`src/hw/bootLdrPkg.sv`:
```
// Flash boot loader package
// Widths, SPI flash command codes, wait times and ROM geometry,
// plus the structs shared between the loader blocks

package bootLdrPkg;

  typedef logic [7:0]  byteT;
  typedef logic [31:0] flashAddrT;
  typedef logic [28:0] romAddrT;
  typedef logic [63:0] romWordT;
  typedef logic [7:0]  delayT;

  // One ROM write, 94 bits
  typedef struct packed {
    logic    en;
    romAddrT addr;
    romWordT data;
  } romWrT;

  // Flash pins driven by the loader
  typedef struct packed {
    logic sck;
    logic mosi;
    logic csN;
  } spiPinsT;

  // ROM geometry
  localparam romAddrT romBase  = 29'h0;
  localparam romAddrT romWords = 29'd16;

  // SCK half period in clkH cycles
  localparam logic [3:0] spiHalfPeriod = 4'd2;

  // Flash commands
  localparam byteT cmdResetEnable = 8'h66;
  localparam byteT cmdReset       = 8'h99;
  localparam byteT cmdWake        = 8'hAB;
  localparam byteT cmdReadId      = 8'h9F;
  localparam byteT cmdRead3       = 8'h03;
  localparam byteT cmdRead4       = 8'h13;
  localparam byteT dummyByte      = 8'hFF;

  // Size codes above this need 4 address bytes
  localparam byteT addr4bLimit = 8'h18;

  // Waits after the wake and ID frames
  localparam delayT waitShort = 8'd63;
  localparam delayT waitLong  = 8'd255;

endpackage

```
`src/hw/spiByteEngine.sv`:
```
// SPI byte engine
// Mode-0 master, one byte out and one byte in per send request.
// MOSI moves on falling SCK, MISO is sampled on rising SCK, MSB first

`timescale 1ns/1ps

module spiByteEngine (
  input  logic             clkH,
  input  logic             rstN,
  input  logic             send,
  input  bootLdrPkg::byteT txByte,
  output logic             busy,
  output logic             recv,
  output bootLdrPkg::byteT rxByte,
  output logic             spiSck,
  output logic             spiMosi,
  input  logic             spiMiso
);

  logic [3:0]       halfCnt;
  logic [3:0]       phase;
  logic             halfEnd;
  logic             riseNow;
  bootLdrPkg::byteT shiftReg;

  assign halfEnd = busy && (halfCnt == bootLdrPkg::spiHalfPeriod - 4'd1);

  // Even phases end with SCK going high
  assign riseNow = halfEnd && !phase[0];

  // Received bits collect in the shift register
  assign rxByte = shiftReg;

  always_ff @(posedge clkH) begin
    if (!rstN) begin
      busy    <= 1'b0;
      recv    <= 1'b0;
      spiSck  <= 1'b0;
      spiMosi <= 1'b0;
      halfCnt <= '0;
      phase   <= '0;
    end else begin
      recv <= 1'b0;
      if (send) begin
        busy    <= 1'b1;
        halfCnt <= '0;
        phase   <= '0;
        spiMosi <= txByte[7];
      end else if (halfEnd) begin
        halfCnt <= '0;
        phase   <= phase + 4'd1;
        spiSck  <= ~spiSck;
        if (phase == 4'd15) begin
          // Last falling edge
          busy    <= 1'b0;
          recv    <= 1'b1;
          spiMosi <= 1'b0;
        end else if (phase[0]) begin
          spiMosi <= shiftReg[7];
        end
      end else if (busy) begin
        halfCnt <= halfCnt + 4'd1;
      end
    end
  end

  // Shift out on load, sample in at each rising edge
  always_ff @(posedge clkH) begin
    if (send) begin
      shiftReg <= txByte;
    end else if (riseNow) begin
      shiftReg <= {shiftReg[6:0], spiMiso};
    end
  end

  // Sequencer must wait for the previous byte
  sendWhileBusy: assert property (@(posedge clkH) disable iff (!rstN) send |-> !busy)
    else $error("send while SPI engine busy");

endmodule

```
`src/hw/flashBootSeq.sv`:
```
// Flash boot sequencer
// Wakes and resets the flash, reads the JEDEC ID, issues the read
// command and keeps reading until the ROM image is complete

`timescale 1ns/1ps

module flashBootSeq (
  input  logic                  clkH,
  input  logic                  rstN,
  input  logic                  startReq,
  output logic                  startAck,
  input  bootLdrPkg::flashAddrT loadAddr,
  output logic                  send,
  output bootLdrPkg::byteT      txByte,
  input  logic                  busy,
  input  logic                  recv,
  input  bootLdrPkg::byteT      rxByte,
  output logic                  csN,
  output logic                  dataByte,
  output bootLdrPkg::byteT      dataByteValue,
  output logic                  loadStart,
  input  logic                  loadDone,
  output logic                  active
);

  typedef enum logic [3:0] {
    stIdle,
    stWakeSend,
    stWakeXfer,
    stWakeWait,
    stIdSend,
    stIdXfer,
    stIdWait,
    stCmdSend,
    stCmdXfer,
    stDataSend,
    stDataXfer,
    stDataGap,
    stAck
  } seqStateT;

  seqStateT          state;
  logic [1:0]        wakeIdx;
  logic [2:0]        byteCnt;
  bootLdrPkg::delayT delay;
  bootLdrPkg::byteT  sizeCode;
  logic              addr4b;
  logic [2:0]        lastCmdByte;
  logic [2:0]        addrShift;
  logic              sendState;

  assign addr4b      = sizeCode > bootLdrPkg::addr4bLimit;
  assign lastCmdByte = addr4b ? 3'd4 : 3'd3;
  // Address bytes left after this one
  assign addrShift   = lastCmdByte - byteCnt;

  assign sendState = (state == stWakeSend) || (state == stIdSend) ||
                     (state == stCmdSend) || (state == stDataSend && !loadDone);
  assign send      = sendState && !busy;

  assign loadStart     = (state == stIdle) && startReq;
  assign dataByte      = (state == stDataXfer) && recv;
  assign dataByteValue = rxByte;
  assign startAck      = (state == stAck);
  assign active        = (state != stIdle);

  always_comb begin
    txByte = bootLdrPkg::dummyByte;
    case (state)
      stWakeSend: begin
        case (wakeIdx)
          2'd0:    txByte = bootLdrPkg::cmdResetEnable;
          2'd1:    txByte = bootLdrPkg::cmdReset;
          default: txByte = bootLdrPkg::cmdWake;
        endcase
      end
      stIdSend: begin
        if (byteCnt == 3'd0) begin
          txByte = bootLdrPkg::cmdReadId;
        end
      end
      stCmdSend: begin
        if (byteCnt == 3'd0) begin
          txByte = addr4b ? bootLdrPkg::cmdRead4 : bootLdrPkg::cmdRead3;
        end else begin
          txByte = bootLdrPkg::byteT'(loadAddr >> {addrShift, 3'b000});
        end
      end
      default: txByte = bootLdrPkg::dummyByte;
    endcase
  end

  always_ff @(posedge clkH) begin
    if (!rstN) begin
      state   <= stIdle;
      csN     <= 1'b1;
      wakeIdx <= '0;
      byteCnt <= '0;
      delay   <= '0;
    end else begin
      case (state)
        stIdle: begin
          if (startReq) begin
            csN     <= 1'b0;
            wakeIdx <= '0;
            state   <= stWakeSend;
          end
        end
        stWakeSend: if (!busy) state <= stWakeXfer;
        stWakeXfer: begin
          if (recv) begin
            csN   <= 1'b1;
            delay <= (wakeIdx == 2'd0) ? bootLdrPkg::waitShort : bootLdrPkg::waitLong;
            state <= stWakeWait;
          end
        end
        stWakeWait: begin
          if (delay != '0) begin
            delay <= delay - 8'd1;
          end else begin
            csN     <= 1'b0;
            byteCnt <= '0;
            if (wakeIdx == 2'd2) begin
              state <= stIdSend;
            end else begin
              wakeIdx <= wakeIdx + 2'd1;
              state   <= stWakeSend;
            end
          end
        end
        stIdSend: if (!busy) state <= stIdXfer;
        stIdXfer: begin
          if (recv) begin
            if (byteCnt == 3'd3) begin
              // Third ID byte holds the size code
              sizeCode <= rxByte;
              csN      <= 1'b1;
              delay    <= bootLdrPkg::waitLong;
              state    <= stIdWait;
            end else begin
              byteCnt <= byteCnt + 3'd1;
              state   <= stIdSend;
            end
          end
        end
        stIdWait: begin
          if (delay != '0) begin
            delay <= delay - 8'd1;
          end else begin
            csN     <= 1'b0;
            byteCnt <= '0;
            state   <= stCmdSend;
          end
        end
        stCmdSend: if (!busy) state <= stCmdXfer;
        stCmdXfer: begin
          if (recv) begin
            if (byteCnt == lastCmdByte) begin
              state <= stDataSend;
            end else begin
              byteCnt <= byteCnt + 3'd1;
              state   <= stCmdSend;
            end
          end
        end
        stDataSend: begin
          if (loadDone) begin
            csN   <= 1'b1;
            state <= stAck;
          end else if (!busy) begin
            state <= stDataXfer;
          end
        end
        stDataXfer: if (recv) state <= stDataGap;
        // Lets loadDone settle after a word write
        stDataGap: state <= stDataSend;
        stAck: if (!startReq) state <= stIdle;
        default: state <= stIdle;
      endcase
    end
  end

  idleCsHigh: assert property (@(posedge clkH) disable iff (!rstN) (state == stIdle) |-> csN)
    else $error("flash selected while loader idle");

endmodule

```
`src/hw/romWordPacker.sv`:
```
// ROM word packer
// Collects eight flash bytes per 64-bit word, first byte in the low bits,
// and writes the words to ascending ROM addresses

`timescale 1ns/1ps

module romWordPacker (
  input  logic              clkH,
  input  logic              rstN,
  input  logic              loadStart,
  input  logic              dataByte,
  input  bootLdrPkg::byteT  dataByteValue,
  output bootLdrPkg::romWrT romWr,
  output logic              loadDone
);

  bootLdrPkg::romWordT shiftWord;
  bootLdrPkg::romAddrT wordCnt;
  logic [2:0]          byteCnt;
  logic                wrEn;

  // New bytes enter at the top
  always_ff @(posedge clkH) begin
    if (dataByte) begin
      shiftWord <= {dataByteValue, shiftWord[63:8]};
    end
  end

  always_ff @(posedge clkH) begin
    if (!rstN) begin
      byteCnt  <= '0;
      wordCnt  <= '0;
      wrEn     <= 1'b0;
      loadDone <= 1'b0;
    end else begin
      wrEn <= dataByte && (byteCnt == 3'd7);
      if (loadStart) begin
        byteCnt  <= '0;
        wordCnt  <= '0;
        loadDone <= 1'b0;
      end else begin
        if (dataByte) begin
          byteCnt <= byteCnt + 3'd1;
        end
        if (wrEn) begin
          wordCnt <= wordCnt + bootLdrPkg::romAddrT'(1);
          if (wordCnt == bootLdrPkg::romWords - bootLdrPkg::romAddrT'(1)) begin
            loadDone <= 1'b1;
          end
        end
      end
    end
  end

  always_comb begin
    romWr.en   = wrEn;
    romWr.addr = bootLdrPkg::romBase + wordCnt;
    romWr.data = shiftWord;
  end

  // Image is complete once loadDone rises
  noWriteAfterDone: assert property (@(posedge clkH) disable iff (!rstN) wrEn |-> !loadDone)
    else $error("ROM write after load done");

endmodule

```
`src/hw/flashBootLdr.sv`:
```
// Flash boot loader top
// Copies a program image from SPI flash into the on-chip ROM
// on each start request, with a four-phase req/ack handshake

`timescale 1ns/1ps

module flashBootLdr (
  input  logic                  clkH,
  input  logic                  rstN,
  input  logic                  startReq,
  output logic                  startAck,
  input  bootLdrPkg::flashAddrT loadAddr,
  output bootLdrPkg::spiPinsT   spiPins,
  input  logic                  spiMiso,
  output bootLdrPkg::romWrT     romWr,
  output logic                  active
);

  logic             send;
  logic             busy;
  logic             recv;
  bootLdrPkg::byteT txByte;
  bootLdrPkg::byteT rxByte;
  logic             csN;
  logic             spiSck;
  logic             spiMosi;
  logic             dataByte;
  bootLdrPkg::byteT dataByteValue;
  logic             loadStart;
  logic             loadDone;

  flashBootSeq seq (
    .clkH(clkH),
    .rstN(rstN),
    .startReq(startReq),
    .startAck(startAck),
    .loadAddr(loadAddr),
    .send(send),
    .txByte(txByte),
    .busy(busy),
    .recv(recv),
    .rxByte(rxByte),
    .csN(csN),
    .dataByte(dataByte),
    .dataByteValue(dataByteValue),
    .loadStart(loadStart),
    .loadDone(loadDone),
    .active(active)
  );

  spiByteEngine engine (
    .clkH(clkH),
    .rstN(rstN),
    .send(send),
    .txByte(txByte),
    .busy(busy),
    .recv(recv),
    .rxByte(rxByte),
    .spiSck(spiSck),
    .spiMosi(spiMosi),
    .spiMiso(spiMiso)
  );

  romWordPacker packer (
    .clkH(clkH),
    .rstN(rstN),
    .loadStart(loadStart),
    .dataByte(dataByte),
    .dataByteValue(dataByteValue),
    .romWr(romWr),
    .loadDone(loadDone)
  );

  // Chip select comes from the sequencer, clock and data from the engine
  assign spiPins = '{sck: spiSck, mosi: spiMosi, csN: csN};

endmodule

```
`config.mk`:
```
export PLATFORM = sky130hd
export DESIGN_NAME = flashBootLdr
export DESIGN_NICKNAME = d
export VERILOG_FILES = /design/src/hw/bootLdrPkg.sv /design/src/hw/spiByteEngine.sv /design/src/hw/flashBootSeq.sv /design/src/hw/romWordPacker.sv /design/src/hw/flashBootLdr.sv
export SDC_FILE = /design/constraint.sdc
export NUM_CORES = 1
export LEC_CHECK = 0
export BUFFER_PORTS_ARGS = -buffer_cell sky130_fd_sc_hd__buf_4
export CORE_ASPECT_RATIO = 0.75
export CORE_MARGIN = 1
export CORE_UTILIZATION = 55
export CTS_CLUSTER_DIAMETER = 200
export DETAILED_ROUTE_END_ITERATION = 10
export PLACE_DENSITY = 0.76
export REMOVE_ABC_BUFFERS = 1
export SYNTH_ARGS = -nofsm -noshare
export SYNTH_HDL_FRONTEND = slang
export SYNTH_SLANG_ARGS = --single-unit
```
`constraint.sdc`:
```
create_clock -name clkH -period 6.05 [get_ports clkH]
set_input_delay 0.605 -clock clkH [delete_from_list [all_inputs] [get_ports clkH]]
set_output_delay 0.605 -clock clkH [all_outputs]
set_load 0.02 [all_outputs]
```
== After elaboration in Yosys (flattened, before gate mapping) ==
Cells that the tools add are included.
Cells by class
  add/subtract/negate cells: 8
  magnitude comparators: 1
  equality and inequality tests: 39
  shifts and indexed selects: 1
  mux-type cells: 56
  bitwise logic cells: 4
  reduce and logical (&&, ||, !) cells: 41
Operator list (count)
  $mux W8: 8
  $mux W4: 14
  $pmux W4 S13: 1
  $pmux W8 S3: 2
  $shr A32 B6 Y8: 1
  $add A29 B1 Y29 const B: 1
  $eq A29 B4 Y1 const B: 1
  $eq A4 B4 Y1 const B: 6
  $ne A2 B2 Y1 const B: 11
  $mux W3: 7
  $eq A4 B3 Y1 const B: 4
  $pmux W8 S2: 1
  $mux W1: 14
  $ne A2 B1 Y1 const B: 7
  $reduce_and A12 Y1: 1
  $pmux W3 S3: 1
  $reduce_bool A3 Y1: 3
  $add A4 B1 Y4 const B: 2
  $eq A4 B1 Y1 const B: 2
  $eq A4 B2 Y1 const B: 2
  $gt A8 B5 Y1 const B: 1
  $mux W2: 4
  $reduce_and A2 Y1: 4
  $reduce_and A4 Y1: 2
  other kinds (30): 50
Storage, ports and cells
  register bits: 144
  bits of input ports: 36
  output and inout bits: 99
  logic and storage cells: 168

== Logic depth before layout (Yosys ltp) ==
Gate-level depths: netlist (run 1).
  depth after elaboration: 7
  gate-level depth with buffers: 10
  mapped depth without buffers: 10

== Cells and area by module ==
From an unflattened synthesis (run 1), not the netlist that was laid out.
Second synthesis, totals
  cells, all modules: 625
  area, all modules: 6901.6 um2
By module, submodules not included
  romWordPacker: instances 1, cells each 260, area an instance 3592.2 um2, seq. area each 2602.5 um2
  flashBootSeq: instances 1, cells each 287, area an instance 2387.3 um2, seq. area each 600.6 um2
  spiByteEngine: instances 1, cells each 75, area an instance 899.6 um2, seq. area each 480.5 um2
  flashBootLdr: instances 1, cells each 3, area an instance 22.5 um2, seq. area each 0.0 um2

== Worst setup path before layout (run 1) ==
No wires, ideal clock.
  path kind: register to register
  start: register seq.state[3]
  end: register packer.byteCnt[1]
  setup time: 120 ps
  arrival time: 4120 ps
  data required time: 5930 ps
  slack: 1810 ps
  cell stages (with the launch flop): 7
  buffers on the path: 1
  clock period less this slack: 4240 ps
  path through: dfxtp_1 > buf_2 > nor2b_1 > nand2_1 > nor2_1 > mux2i_1 > nor2_1
On the way
  elaborated cells between the ends (all ways): 5
  classes of those cells: 1 x eq/ne; 4 x reduce/logical
RTL lines
  start: declaration: RTL line flashBootSeq.sv:42  | seqStateT state;
  start signal: assignment: RTL line flashBootSeq.sv:95  | state <= stIdle;
  start signal: assignment: RTL line flashBootSeq.sv:106  | state <= stWakeSend;
  start signal: assignment: RTL line flashBootSeq.sv:109  | stWakeSend: if (!busy) state <= stWakeXfer;
  $eq A4 B4 Y1: RTL line flashBootSeq.sv:62  | assign dataByte = (state == stDataXfer) && recv;
  $logic_and A1 B1 Y1: RTL line flashBootSeq.sv:62
  named net dataByte: RTL line flashBootLdr.sv:27  | logic dataByte;
  end signal: assignment: RTL line romWordPacker.sv:43  | byteCnt <= byteCnt + 3'd1;
  end: declaration: RTL line romWordPacker.sv:19  | logic [2:0] byteCnt;
The timed path passes the listed nets, and every way through them passes these cells.
A chain may end at the register's enable or synchronous reset.

== Final worst setup path (run 1) ==
  start: register seq.sizeCode[1]
  end: register engine.spiMosi
On the way
  longest elaborated chain between the ends: 7
Ends and longest elaborated chain
  start: declaration: RTL line flashBootSeq.sv:46  | bootLdrPkg::byteT sizeCode;
  start signal: assignment: RTL line flashBootSeq.sv:136  | sizeCode <= rxByte;
  $gt A8 B5 Y1: RTL line flashBootSeq.sv:52  | assign addr4b = sizeCode > bootLdrPkg::addr4bLimit;
  $mux W3: RTL line flashBootSeq.sv:53  | assign lastCmdByte = addr4b ? 3'd4 : 3'd3;
  $sub A3 B3 Y3: RTL line flashBootSeq.sv:55  | assign addrShift = lastCmdByte - byteCnt;
  $shr A32 B6 Y8: RTL line flashBootSeq.sv:86  | txByte = bootLdrPkg::byteT'(loadAddr >> {addrShift, 3'b000});
  $mux W8: RTL line flashBootSeq.sv:83  | if (byteCnt == 3'd0) begin
  $pmux W8 S3: RTL line flashBootSeq.sv:69  | case (state)
  $mux W1: RTL line spiByteEngine.sv:44  | if (send) begin
  end signal: assignment: RTL line spiByteEngine.sv:48  | spiMosi <= txByte[7];
  end signal: assignment: RTL line spiByteEngine.sv:59  | spiMosi <= shiftReg[7];
  end: declaration: RTL line spiByteEngine.sv:16  | output logic spiMosi,
Every way passes these cells.

==> summary.md, run 1 <==
| Metric | Value |
|---|---|
| Run status | `completed` |
| Inserted Clock Buffers | `17` |
| Count of clock tree sinks | `144` |
| Share of layout cells above drive strength 1 | `25.9%` |
| Number of antenna violations at the first check in global routing | `0` |
| Post-synth EDFFs | `80` |
| Initial standard-cell utilization of the core | `56.9%` |
| Top-area cell type share of the netlist area | `36.2%` |
| Global-route usage over all layers | `26.7%` |
| Pleak | `3.11 nW` |
| CTS tree | `yes` |
| Critical path arrival | `4.00 ns` |
| Type of destination of the critical path | `flip-flop` |
| Total Neg Setup Slack | `0 ns` |
| Deepest clock path buffer count | `2` |
| End of the worst register-to-register path | `engine.spiMosi$_SDFFE_PN0P_` |
| Startpoint types | `flip-flop` |
| Hold bufs inserted after CTS | `0` |
| Remaining global-route overflow | `0` |
| Wire length of the first global-routing pass | `25,600 um` |
| Top delay family on crit path | `compound AO/OA/AOI/OAI gates` |
| Hold-critical path depth | `0` |
| Yosys warns | `0` |
| Crit path buffers/inverters | `1` |
| Sequential Area | `3680 um2` |
| Actual slew at the worst max-slew pin | `1.18 ns` |
| Multi-input logic area | `2740 um2` |
| Syn Area/Cell | `11.0 um2` |
| ANT nets after route | `0` |
| Achievable Freq | `274 MHz` |
| Worst min-delay path category | `flip-flop to flip-flop` |
| Unrepaired setup endpoints after global routing | `false` |
| Synth async-reset ratio | `0%` |
| Largest family of logic cells by synthesized area | `simple AND/OR/NAND/NOR gates` |
| Layout Skew | `0.0130 ns` |
| Areal power density over the cells | `335 nW/um2` |
| Number of standard cells after synthesis | `604` |
| Top-Level Pins | `135` |
| Hold slack final | `0.445 ns` |
| Hold-critical path endpoint | `packer.shiftWord[40]$_DFFE_PP_` |
| Complex-gate fraction of the synthesized area | `10.4%` |
| Startpoint of the most critical setup path | `seq.sizeCode[1]$_DFFE_PP_` |
| Mux share of post-synthesis cell area | `3.94%` |
| Primary flip-flop cell chosen by synthesis mapping | `edfxtp_1` |
| Start point of the worst hold path | `packer.shiftWord[48]$_DFFE_PP_` |
| Total setup buffers inserted after CTS | `0` |
| Proportion of power drawn by the clock network | `37.0%` |
| Number of fillers in the final layout | `879` |
| Commonest cells after routing, fill and taps aside | `139 x buf_4, 80 x edfxtp_1, 71 x nor2_1, 64 x dfxtp_1, 43 x nand2_1` |
| Placement Setup Slack | `2.44 ns` |
| Placed wire-length estimate | `11,300 um` |
| Minimum setup slack in the final design | `2.39 ns` |
| Yosys cell types | `71` |
| Total detailed-routing wirelength | `16,000 um` |
| Setup-failing EPs final | `0` |
| Number of levels in the clock H-tree | `4` |
| Cell accounting for the most synthesized area | `edfxtp_1` |
| Slew Limit Headroom | `20.6%` |
| Number of I/O port buffers | `134` |
| Reg clk slew, reported paths | `0.06 ns` |
| Proportion of power drawn by flip-flops and latches | `43.4%` |
| Overall power consumption | `2.78 mW` |
| Setup slack of the most critical reg-to-reg path | `2.39 ns` |
| Row cnt | `34` |
| Number of storage elements in the synthesis netlist | `144` |
| Cell internal pwr | `1.91 mW` |
| Detailed Route Iter0 Violations | `581` |
| Post-Synthesis Cell Area | `6630 um2` |
| Drt drc | `0` |
| Clock root buffer | `clkbuf_16` |
| Slew Viols, Final | `0` |
| Max cap viols | `0` |
| Overall die area | `12,500 um2` |
| Portion of the post-synthesis area used by sequential elements | `55.5%` |
| Core area | `11,700 um2` |
| Largest incremental delay on the critical path | `0.47 ns` |
| Share of the synthesized netlist area taken by xor and xnor gates | `4.75%` |
| Leading cell types by total area after synthesis | `edfxtp_1 36%, dfxtp_1 19%, nor2_1 4.1%` |
| Area share of fa/ha/maj cells after synthesis | `3.70%` |
| Area overhead of the layout relative to synthesis | `25.3%` |
| Worst voltage drop across the vdd grid | `0.217 mV` |
| Crit Path Max Fanout | `5` |
| Worst Path Class, Setup | `flip-flop to flip-flop` |
| Area fraction in and, or, nand and nor cells after synthesis | `18.3%` |
| Antenna fix cells | `0` |
| Source of the worst register-to-register timing path | `seq.sizeCode[1]$_DFFE_PP_` |
| Vias per std cell | `5.93` |
| Critical Path Slowest Stage Cell | `mux2i_1` |
| Fraction of the cycle the final worst path needs | `60.4%` |
| Clock network latency to the later pin of the worst-skew pair | `0.43 ns` |
| FF-to-FF path depth | `10` |
| Number of cells upsized or downsized after cts | `0` |
| Cells along the critical path | `o311a_2, nor4_2, inv_1, ha_1, fa_1, or4_1, o221ai_1, mux2i_1, nand3_1, a21oi_1` |
| Vias in the first global route | `5,023` |
| Final critical-path required period | `3.66 ns` |
| Fraction of power consumed by combinational cells | `19.5%` |
| Total iterations of the first detailed-routing run | `5` |
| Most common library cell in the layout ignoring fill and taps | `buf_4` |
| Die height | `97.1 um` |
| Worst path required time | `6.39 ns` |
| Horizontal extent of the die | `129 um` |
| Placer congestion estimate | `0.880` |
| Pin count of the biggest net entering global routing | `69` |
| Routed vias | `5,370` |
| Routed WL per cell | `17.7 um` |
| Proportion of total power due to net switching | `31.3%` |
| Number of hold-slack violations in the final timing report | `0` |
| Net switching power figure | `0.871 mW` |
| Number of nets in the layout | `786` |
## routing by layer
layer	GRT usage (%)	vias to the layer above	routed length, um
li1	-	2487	-
met1	35.1	2585	6880
met2	43.1	276	7560
met3	7.60	22	1400
met4	7.87	0	149
met5	0	-	0
## power groups by stage
stage / clock network (mW) / logic, mW / registers [mW]
floorplan: 0 / 0.380 / 1.20
global placement: 0 / 0.517 / 1.22
detailed placement: 0 / 0.531 / 1.23
CTS: 1.04 / 0.538 / 1.21
global route: 1.09 / 0.594 / 1.22
finish: 1.03 / 0.544 / 1.21
## cell type report
| type | count | share of cell area, % |
|---|---|---|
| well taps | 162 | 2.44 |
| inverters | 18 | 0.813 |
| clock buffers | 17 | 5.12 |
| multi-input cells | 411 | 33.0 |
| flip-flops and latches | 144 | 44.3 |
| repair buffers | 139 | 12.6 |
| clock inverters | 15 | 1.79 |
## cell usage after synthesis (4+ instances only)
library cell   n
clkbuf_1       9
o21ai_1        4
buf_1          4
a21o_1         6
nor3_1        15
nor4_1        10
inv_1         17
or3_1          6
ha_1          18
edfxtp_1      80
mux2i_1        7
nand4_1       15
a211oi_1       6
buf_4          4
xnor2_1       17
nor2_1        72
mux4_2         8
o21ai_0       23
nand2_1       43
a21oi_1       28
xor2_1        19
buf_2         12
and3_1         5
and2_1         4
nand3_1       28
or4_1          5
dfxtp_1       64
and4_1         5
nand2b_1       6
## kinds of logic (layout without fill, tap and decap cells)
logic type,count (synthesis),after routing
XOR/XNOR,36,36
buffers and inverters,49,189
AO/OA/AOI/OAI,104,104
AND/OR/NAND/NOR,236,236
adder cells (fa/ha/maj),19,19
multiplexers,16,16
flip-flops,144,144
## sequential cells by signal, indices dropped and copies added (netlist names), 3 cells and up
register          flops
seq.delay             8
engine.halfCnt        4
seq.byteCnt           3
packer.byteCnt        3
engine.rxByte         8
packer.wordCnt       29
packer.shiftWord     64
engine.phase          4
seq.sizeCode          8
seq.state             4
## worst register-to-register path, delay by kind of cell, from the launching register on
family / cells / cell delay (ns)
adders and majority gates: 2 / 0.68
muxes: 1 / 0.47
DFF: 1 / 0.40
and+or+nand+nor: 3 / 0.86
AOI/OAI and AO/OA: 3 / 1.00
buffers and inverters: 1 / 0.17
## worst max path at each step
stage                                      to  slack [ns]  cells after the start
3_5_place_dp      engine.spiMosi$_SDFFE_PN0P_        2.44                     10
4_1_cts           engine.spiMosi$_SDFFE_PN0P_        2.41                     10
3_3_place_gp       engine.rxByte[7]$_DFFE_PP_        2.58                     10
2_1_floorplan  packer.byteCnt[1]$_SDFFE_PP0P_        1.61                      5
6_report          engine.spiMosi$_SDFFE_PN0P_        2.39                     10
5_1_grt           engine.spiMosi$_SDFFE_PN0P_        2.21                     10
## per-stage QoR
step | cells | instance area (um2) | utilization [%]
floorplan | 573 | 6480 | -
global placement | 874 | 7740 | 66.4
detailed placement | 874 | 7740 | 66.4
CTS | 906 | 8310 | 71.3
global route | 906 | 8310 | 71.3
finish | 906 | 8310 | 71.3
No activity file was read; power rests on OpenSTA's default activity.
==> inputs of run 2 (changes only) <==
CORE_UTILIZATION = 50   (was 55)
PLACE_DENSITY = 0.73   (was 0.76)
clock period = 2.93 ns   (was 6.05 ns; I/O delays follow)
==> run 2 against run 1 <==
The run now ends with setup timing left. Non-clock buffer count increased by 20. Routed wire length rose by 1.0%. First-iteration DRC count decreased by 18%. Global-route usage decreased by 2.7 points. Clock power is 100% higher. Combinational power is 140% higher. Sequential share of layout area fell by 1.4 points. Final area grew 3.2%. Critical path depth is 1 higher. Die area up 9.8%. Final cell count is 3.1% higher. Fmax increased by 21%. Critical endpoint is now engine.rxByte[1]$_DFFE_PP_. Largest cell class unchanged.
==> summary.md, run 2 (synthesis results as in run 1) <==
| Metric | Value |
|---|---|
| Worst Path Class, Setup | `flip-flop to flip-flop` |
| Flip-flop count of the largest register, all copies and words added | `64 (unchanged)` |
| Count of clock tree sinks | `144 (unchanged)` |
| Minimum setup slack in the final design | `-0.0921 ns (-2.49 ns)` |
| Max cap viols | `0 (unchanged)` |
| Pleak | `3.23 nW (+3.7%)` |
| Final critical-path required period | `3.02 ns (-0.634 ns)` |
| Fraction of the cycle the final worst path needs | `103% (+43 points)` |
| Core area | `13,000 um2 (+11%)` |
| Largest registers | `packer.shiftWord (64), packer.wordCnt (29)` |
| Top reg by flops | `packer.shiftWord` |
| Total iterations of the first detailed-routing run | `5 (unchanged)` |
| Achievable Freq | `331 MHz (+21%)` |
| Share of layout cells above drive strength 1 | `28.8% (+2.9 points)` |
| Unrepaired setup endpoints after global routing | `true` |
| Startpoint types | `flip-flop` |
| Die height | `102 um (+4.8%)` |
| ANT nets after route | `0 (unchanged)` |
| Worst min-delay path category | `primary input to flip-flop` |
| Global-route usage over all layers | `24.0% (-2.7 points)` |
| Most common library cell in the layout ignoring fill and taps | `buf_4` |
| CTS tree | `yes` |
| Placed wire-length estimate | `11,100 um (-2.2%)` |
| Pin count of the biggest net entering global routing | `69 (unchanged)` |
| Row cnt | `36 (+5.9%)` |
| Area overhead of the layout relative to synthesis | `29.3%` |
| Number of hold-slack violations in the final timing report | `0 (unchanged)` |
| Number of antenna violations at the first check in global routing | `0 (unchanged)` |
| Wire length of the first global-routing pass | `25,000 um (-2.4%)` |
| Commonest cells after routing, fill and taps aside | `157 x buf_4, 80 x edfxtp_1, 71 x nor2_1, 64 x dfxtp_1, 43 x nand2_1` |
| Vias in the first global route | `4,959 (-1.3%)` |
| Placer congestion estimate | `0.916 (+4.1%)` |
| Detailed Route Iter0 Violations | `477 (-18%)` |
| Actual slew at the worst max-slew pin | `0.700 ns (-0.478 ns)` |
| Worst path required time | `3.17 ns (-3.22 ns)` |
| Hold bufs inserted after CTS | `0 (unchanged)` |
| Number of I/O port buffers | `134 (unchanged)` |
| Post-placement cell count | `898 (+2.7%)` |
| Number of nets in the layout | `806 (+2.5%)` |
| Run status | `complete, but fails checks` |
| Hold slack final | `0.194 ns (-0.252 ns)` |
| Reg clk slew, reported paths | `0.06 ns (about the same)` |
| Slew Limit Headroom | `53.3% (+33 points)` |
| Inserted Clock Buffers | `17 (unchanged)` |
| Non-filler cells in the finished layout | `934 (+3.1%)` |
| Initial standard-cell utilization of the core | `51.1% (-5.8 points)` |
| Remaining global-route overflow | `0 (unchanged)` |
| Worst voltage drop across the vdd grid | `0.438 mV (+100%)` |
| Routed WL per cell | `17.3 um (-2.0%)` |
| Top-Level Pins | `135 (unchanged)` |
| Overall die area | `13,700 um2 (+9.8%)` |
| Clock network latency to the later pin of the worst-skew pair | `0.43 ns (about the same)` |
| Vias per std cell | `5.78 (-2.5%)` |
| Placed standard-cell area | `7870 um2 (+1.8%)` |
| Violations in the final reports | `setup timing` |
| Routed vias | `5,398 (+0.52%)` |
| Areal power density over the cells | `681 nW/um2 (+100%)` |
| Setup-failing EPs final | `7 (+7)` |
| Number of fillers in the final layout | `973 (+11%)` |
| Antenna fix cells | `0 (unchanged)` |
| Number of levels in the clock H-tree | `4 (unchanged)` |
| Slew Viols, Final | `0 (unchanged)` |
| Layout Skew | `0.0163 ns (+0.00326 ns)` |
| Deepest clock path buffer count | `2 (unchanged)` |
| Critical path arrival | `3.27 ns (-0.73 ns)` |
| Total detailed-routing wirelength | `16,200 um (+1.0%)` |
| Type of destination of the critical path | `flip-flop` |
| Drt drc | `0 (unchanged)` |
| Crit Path Max Fanout | `2 (-3)` |
| Total Neg Setup Slack | `-0.235 ns (-0.235 ns)` |
| Clock root buffer | `clkbuf_16` |
| Horizontal extent of the die | `135 um (+4.8%)` |
| Layout Cell Area excl Fill | `8580 um2 (+3.2%)` |
run 2: cell count changes in the layout (fill, tap and decap cells not counted), moves of 2 or more:
cell,change
buf_4,+18
inv_8,-3
inv_6,-4
a21oi_1,-2
a21oi_2,+2
clkinv_4,+3
run 2: layout make-up:
cell class                      instances  area, um2  share of cell area [%]
Clock buffer                           18        429                    5.00
Sequential cell                       144       3680                    42.9
Clock inverter                         13        140                    1.63
Inverter                               18       67.6                   0.788
Tap cell                              171        214                    2.49
Multi-Input combinational cell        411       2830                    33.0
Timing Repair Buffer                  159       1210                    14.1
run 2: final timing paths:
kind                             startpoint                        endpoint  slack (ns)  depth (start not counted)
max reg2reg       seq.sizeCode[1]$_DFFE_PP_      engine.rxByte[1]$_DFFE_PP_       -0.09                         11
min reg2reg  packer.shiftWord[35]$_DFFE_PP_  packer.shiftWord[27]$_DFFE_PP_        0.45                          0
max               seq.sizeCode[1]$_DFFE_PP_      engine.rxByte[1]$_DFFE_PP_       -0.09                         11
min                                 spiMiso      engine.rxByte[0]$_DFFE_PP_        0.19                          3
run 2: metrics by stage:
step / worst slack (ns) / utilization (%) / total power, mW
after global routing: -0.224 / 66.1 / 6.09
after CTS: -0.0382 / 65.7 / 5.80
after detailed placement: -0.360 / 60.7 / 3.70
after global placement: -0.229 / 60.7 / 3.66
after floorplan: -1.51 / - / 3.26
final: -0.0921 / 66.1 / 5.84
run 2: critical path, stage by stage, from the launching register on:
cell and delay, ns:
edfxtp_1 0.42, o311a_4 0.42, nor4_4 0.15, inv_1 0.10, ha_2 0.19, fa_2 0.33, or4_4 0.44, o221ai_4 0.22
buf_6 0.16, xnor2_4 0.12, a21oi_2 0.07, o31ai_1 0.22
run 2: where the power goes:
group	switching [mW]	leakage [nW]	internal [mW]
clock	0.834	0.272	1.25
combinational	0.761	1.72	0.550
sequential	0.150	1.24	2.29
total	1.75	3.23	4.09
run 2: what timing repair did:
item	in CTS	in global routing
pin swaps	2	4
resized for setup	10	6
setup buffers	3	2
setup endpoints to repair	9	9
endpoints found under the hold margin	0	0
run 2: metal layers:
layer | track usage (%) | up-vias | share of wire [%]
met5 | 0 | - | 0
met4 | 9.25 | 0 | 1.2
met3 | 6.51 | 18 | 8.6
met2 | 36.6 | 268 | 46
met1 | 32.8 | 2579 | 44
li1 | - | 2533 | -
==> inputs of run 3 (changes only) <==
clock period = 2.6 ns   (was 2.93 ns; I/O delays follow)
==> run 3 against run 2 <==
The run still ends with setup timing left. Largest power group unchanged. Clock power grew 12%. Final area grew 1.3%. Via count grew 0.83%. Largest cell class unchanged. Critical endpoint is now engine.rxByte[5]$_DFFE_PP_. Critical path depth shrank 1.
==> summary.md, run 3 (synthesis results as in run 1) <==
| Metric | Value |
|---|---|
| Hold bufs inserted after CTS | `0 (unchanged)` |
| Number of antenna violations at the first check in global routing | `0 (unchanged)` |
| Critical Path Slowest Stage Cell | `or4_4` |
| Final critical-path required period | `3.06 ns (+0.0333 ns)` |
| Share of layout cells above drive strength 1 | `30.0% (+1.1 points)` |
| Layout Skew | `0.0108 ns (-0.00551 ns)` |
| Count of clock tree sinks | `144 (unchanged)` |
| Violations in the final reports | `setup timing` |
| Detailed Route Iter0 Violations | `430 (-9.9%)` |
| Area overhead of the layout relative to synthesis | `31.0%` |
| Max cap viols | `0 (unchanged)` |
| Minimum setup slack in the final design | `-0.455 ns (-0.363 ns)` |
| Total iterations of the first detailed-routing run | `5 (unchanged)` |
| Die height | `102 um (unchanged)` |
| Worst Path Class, Setup | `flip-flop to flip-flop` |
| Vias per std cell | `5.76 (-0.34%)` |
| Horizontal extent of the die | `135 um (unchanged)` |
| Clock network latency to the later pin of the worst-skew pair | `0.43 ns (about the same)` |
| Run status | `complete, but fails checks` |
| Non-filler cells in the finished layout | `945 (+1.2%)` |
| Slew Limit Headroom | `58.4% (+5.1 points)` |
| Slew Viols, Final | `0 (unchanged)` |
| Crit Path Max Fanout | `5 (+3)` |
| Top-Level Pins | `135 (unchanged)` |
| Startpoint types | `flip-flop` |
| Worst voltage drop across the vdd grid | `0.574 mV (+31%)` |
| Core area | `13,000 um2 (unchanged)` |
| Number of hold-slack violations in the final timing report | `0 (unchanged)` |
| Row cnt | `36 (unchanged)` |
| Placer congestion estimate | `0.872 (-4.8%)` |
| Total detailed-routing wirelength | `16,400 um (+1.4%)` |
| Vias in the first global route | `4,902 (-1.1%)` |
| Placement Setup Slack | `-0.672 ns (-0.311 ns)` |
| Largest incremental delay on the critical path | `0.44 ns (about the same)` |
| Overall die area | `13,700 um2 (unchanged)` |
| ANT nets after route | `0 (unchanged)` |
| Initial standard-cell utilization of the core | `51.1% (unchanged)` |
| Largest registers | `packer.shiftWord (64), packer.wordCnt (29)` |
| Deepest clock path buffer count | `2 (unchanged)` |
| Critical path arrival | `3.33 ns (+0.06 ns)` |
| Setup-failing EPs final | `9 (+2)` |
| Flip-flop count of the largest register, all copies and words added | `64 (unchanged)` |
| Type of destination of the critical path | `flip-flop` |
| Actual slew at the worst max-slew pin | `0.619 ns (-0.0808 ns)` |
| Clock root buffer | `clkbuf_16` |
| Fraction of the cycle the final worst path needs | `118% (+14 points)` |
| Unrepaired setup endpoints after global routing | `true` |
| Worst min-delay path category | `primary input to flip-flop` |
| Number of nets in the layout | `816 (+1.2%)` |
| Drt drc | `0 (unchanged)` |
| Wire length of the first global-routing pass | `25,200 um (+0.66%)` |
| Post-placement cell count | `908 (+1.1%)` |
| Crit path buffers/inverters | `1 (-1)` |
| Routed WL per cell | `17.3 um (+0.21%)` |
| Top delay family on crit path | `compound AO/OA/AOI/OAI gates` |
| Achievable Freq | `327 MHz (-1.1%)` |
| Areal power density over the cells | `765 nW/um2 (+12%)` |
| Cells along the critical path | `o311a_4, nor4_4, inv_1, ha_2, fa_2, or4_4, o221ai_4, mux2i_4, nand3_1, o21ai_1` |
| Top reg by flops | `packer.shiftWord` |
| Number of I/O port buffers | `134 (unchanged)` |
| Global-route usage over all layers | `24.2% (+0.13 points)` |
| Reg clk slew, reported paths | `0.06 ns (about the same)` |
| Placed wire-length estimate | `11,500 um (+3.5%)` |
| CTS tree | `yes` |
| Routed vias | `5,443 (+0.83%)` |
| Pleak | `3.28 nW (+1.5%)` |
| Most common library cell in the layout ignoring fill and taps | `buf_4` |
| Number of fillers in the final layout | `992 (+2.0%)` |
| Pin count of the biggest net entering global routing | `34 (-51%)` |
| Commonest cells after routing, fill and taps aside | `164 x buf_4, 80 x edfxtp_1, 71 x nor2_1, 64 x dfxtp_1, 43 x nand2_1` |
| Hold slack final | `0.150 ns (-0.0431 ns)` |
| Worst path required time | `2.87 ns (-0.30 ns)` |
| Number of levels in the clock H-tree | `4 (unchanged)` |
| Inserted Clock Buffers | `17 (unchanged)` |
| Remaining global-route overflow | `0 (unchanged)` |
| Antenna fix cells | `0 (unchanged)` |
-- run 3: worst paths after layout --
path | start | to | slack, ns | depth (start not counted)
min reg2reg | packer.shiftWord[51]$_DFFE_PP_ | packer.shiftWord[43]$_DFFE_PP_ | 0.45 | 0
max | seq.sizeCode[1]$_DFFE_PP_ | engine.rxByte[5]$_DFFE_PP_ | -0.46 | 10
min | spiMiso | engine.rxByte[0]$_DFFE_PP_ | 0.15 | 3
max reg2reg | seq.sizeCode[1]$_DFFE_PP_ | engine.rxByte[5]$_DFFE_PP_ | -0.46 | 10
-- run 3: metrics by stage --
stage               setup TNS (ns)  total power, mW  utilization (%)  cell area [um2]
finish                       -3.81             6.65             67.0             8690
global route                 -4.84             6.89             67.0             8690
CTS                          -3.87             6.62             66.8             8660
detailed placement           -5.55             4.24             61.6             7990
global placement             -4.32             4.21             61.6             7990
floorplan                  -123.42             3.67                -             6480
-- run 3: where the power goes --
group / leakage (nW) / internal, mW / total (mW) / switching [mW]
logic: 1.78 / 0.691 / 1.56 / 0.872
clock network: 0.261 / 1.32 / 2.32 / 0.993
registers: 1.24 / 2.58 / 2.77 / 0.183
total: 3.28 / 4.60 / 6.65 / 2.05
-- run 3: per-layer routing --
layer	share of wire, %	wire, um	vias to the layer above	global-route usage (%)
li1	-	-	2548	-
met1	46	7510	2602	33.5
met2	45	7390	267	37.0
met3	7.6	1250	26	5.11
met4	1.4	229	0	10.0
met5	0	0	-	0
-- run 3: repair_timing --
item                       in CTS  in global routing
setup endpoints to repair       9                  9
pin swaps                      10                  6
gates resized for setup        15                  3
setup buffers                   3                  2
-- run 3: cell type report --
cell class	count	area [um2]	share of cell area, %
Timing Repair Buffer	169	1320	15.2
Inverter	18	67.6	0.777
Clock buffer	17	425	4.89
Tap cell	171	214	2.46
Clock inverter	15	135	1.55
Sequential cell	144	3680	42.4
Multi-Input combinational cell	411	2840	32.7
-- run 3: tightest hold or removal path, cell delays in order --
cell     delay [ns]
buf_4          0.08
nor2_1         0.04
a21oi_2        0.09
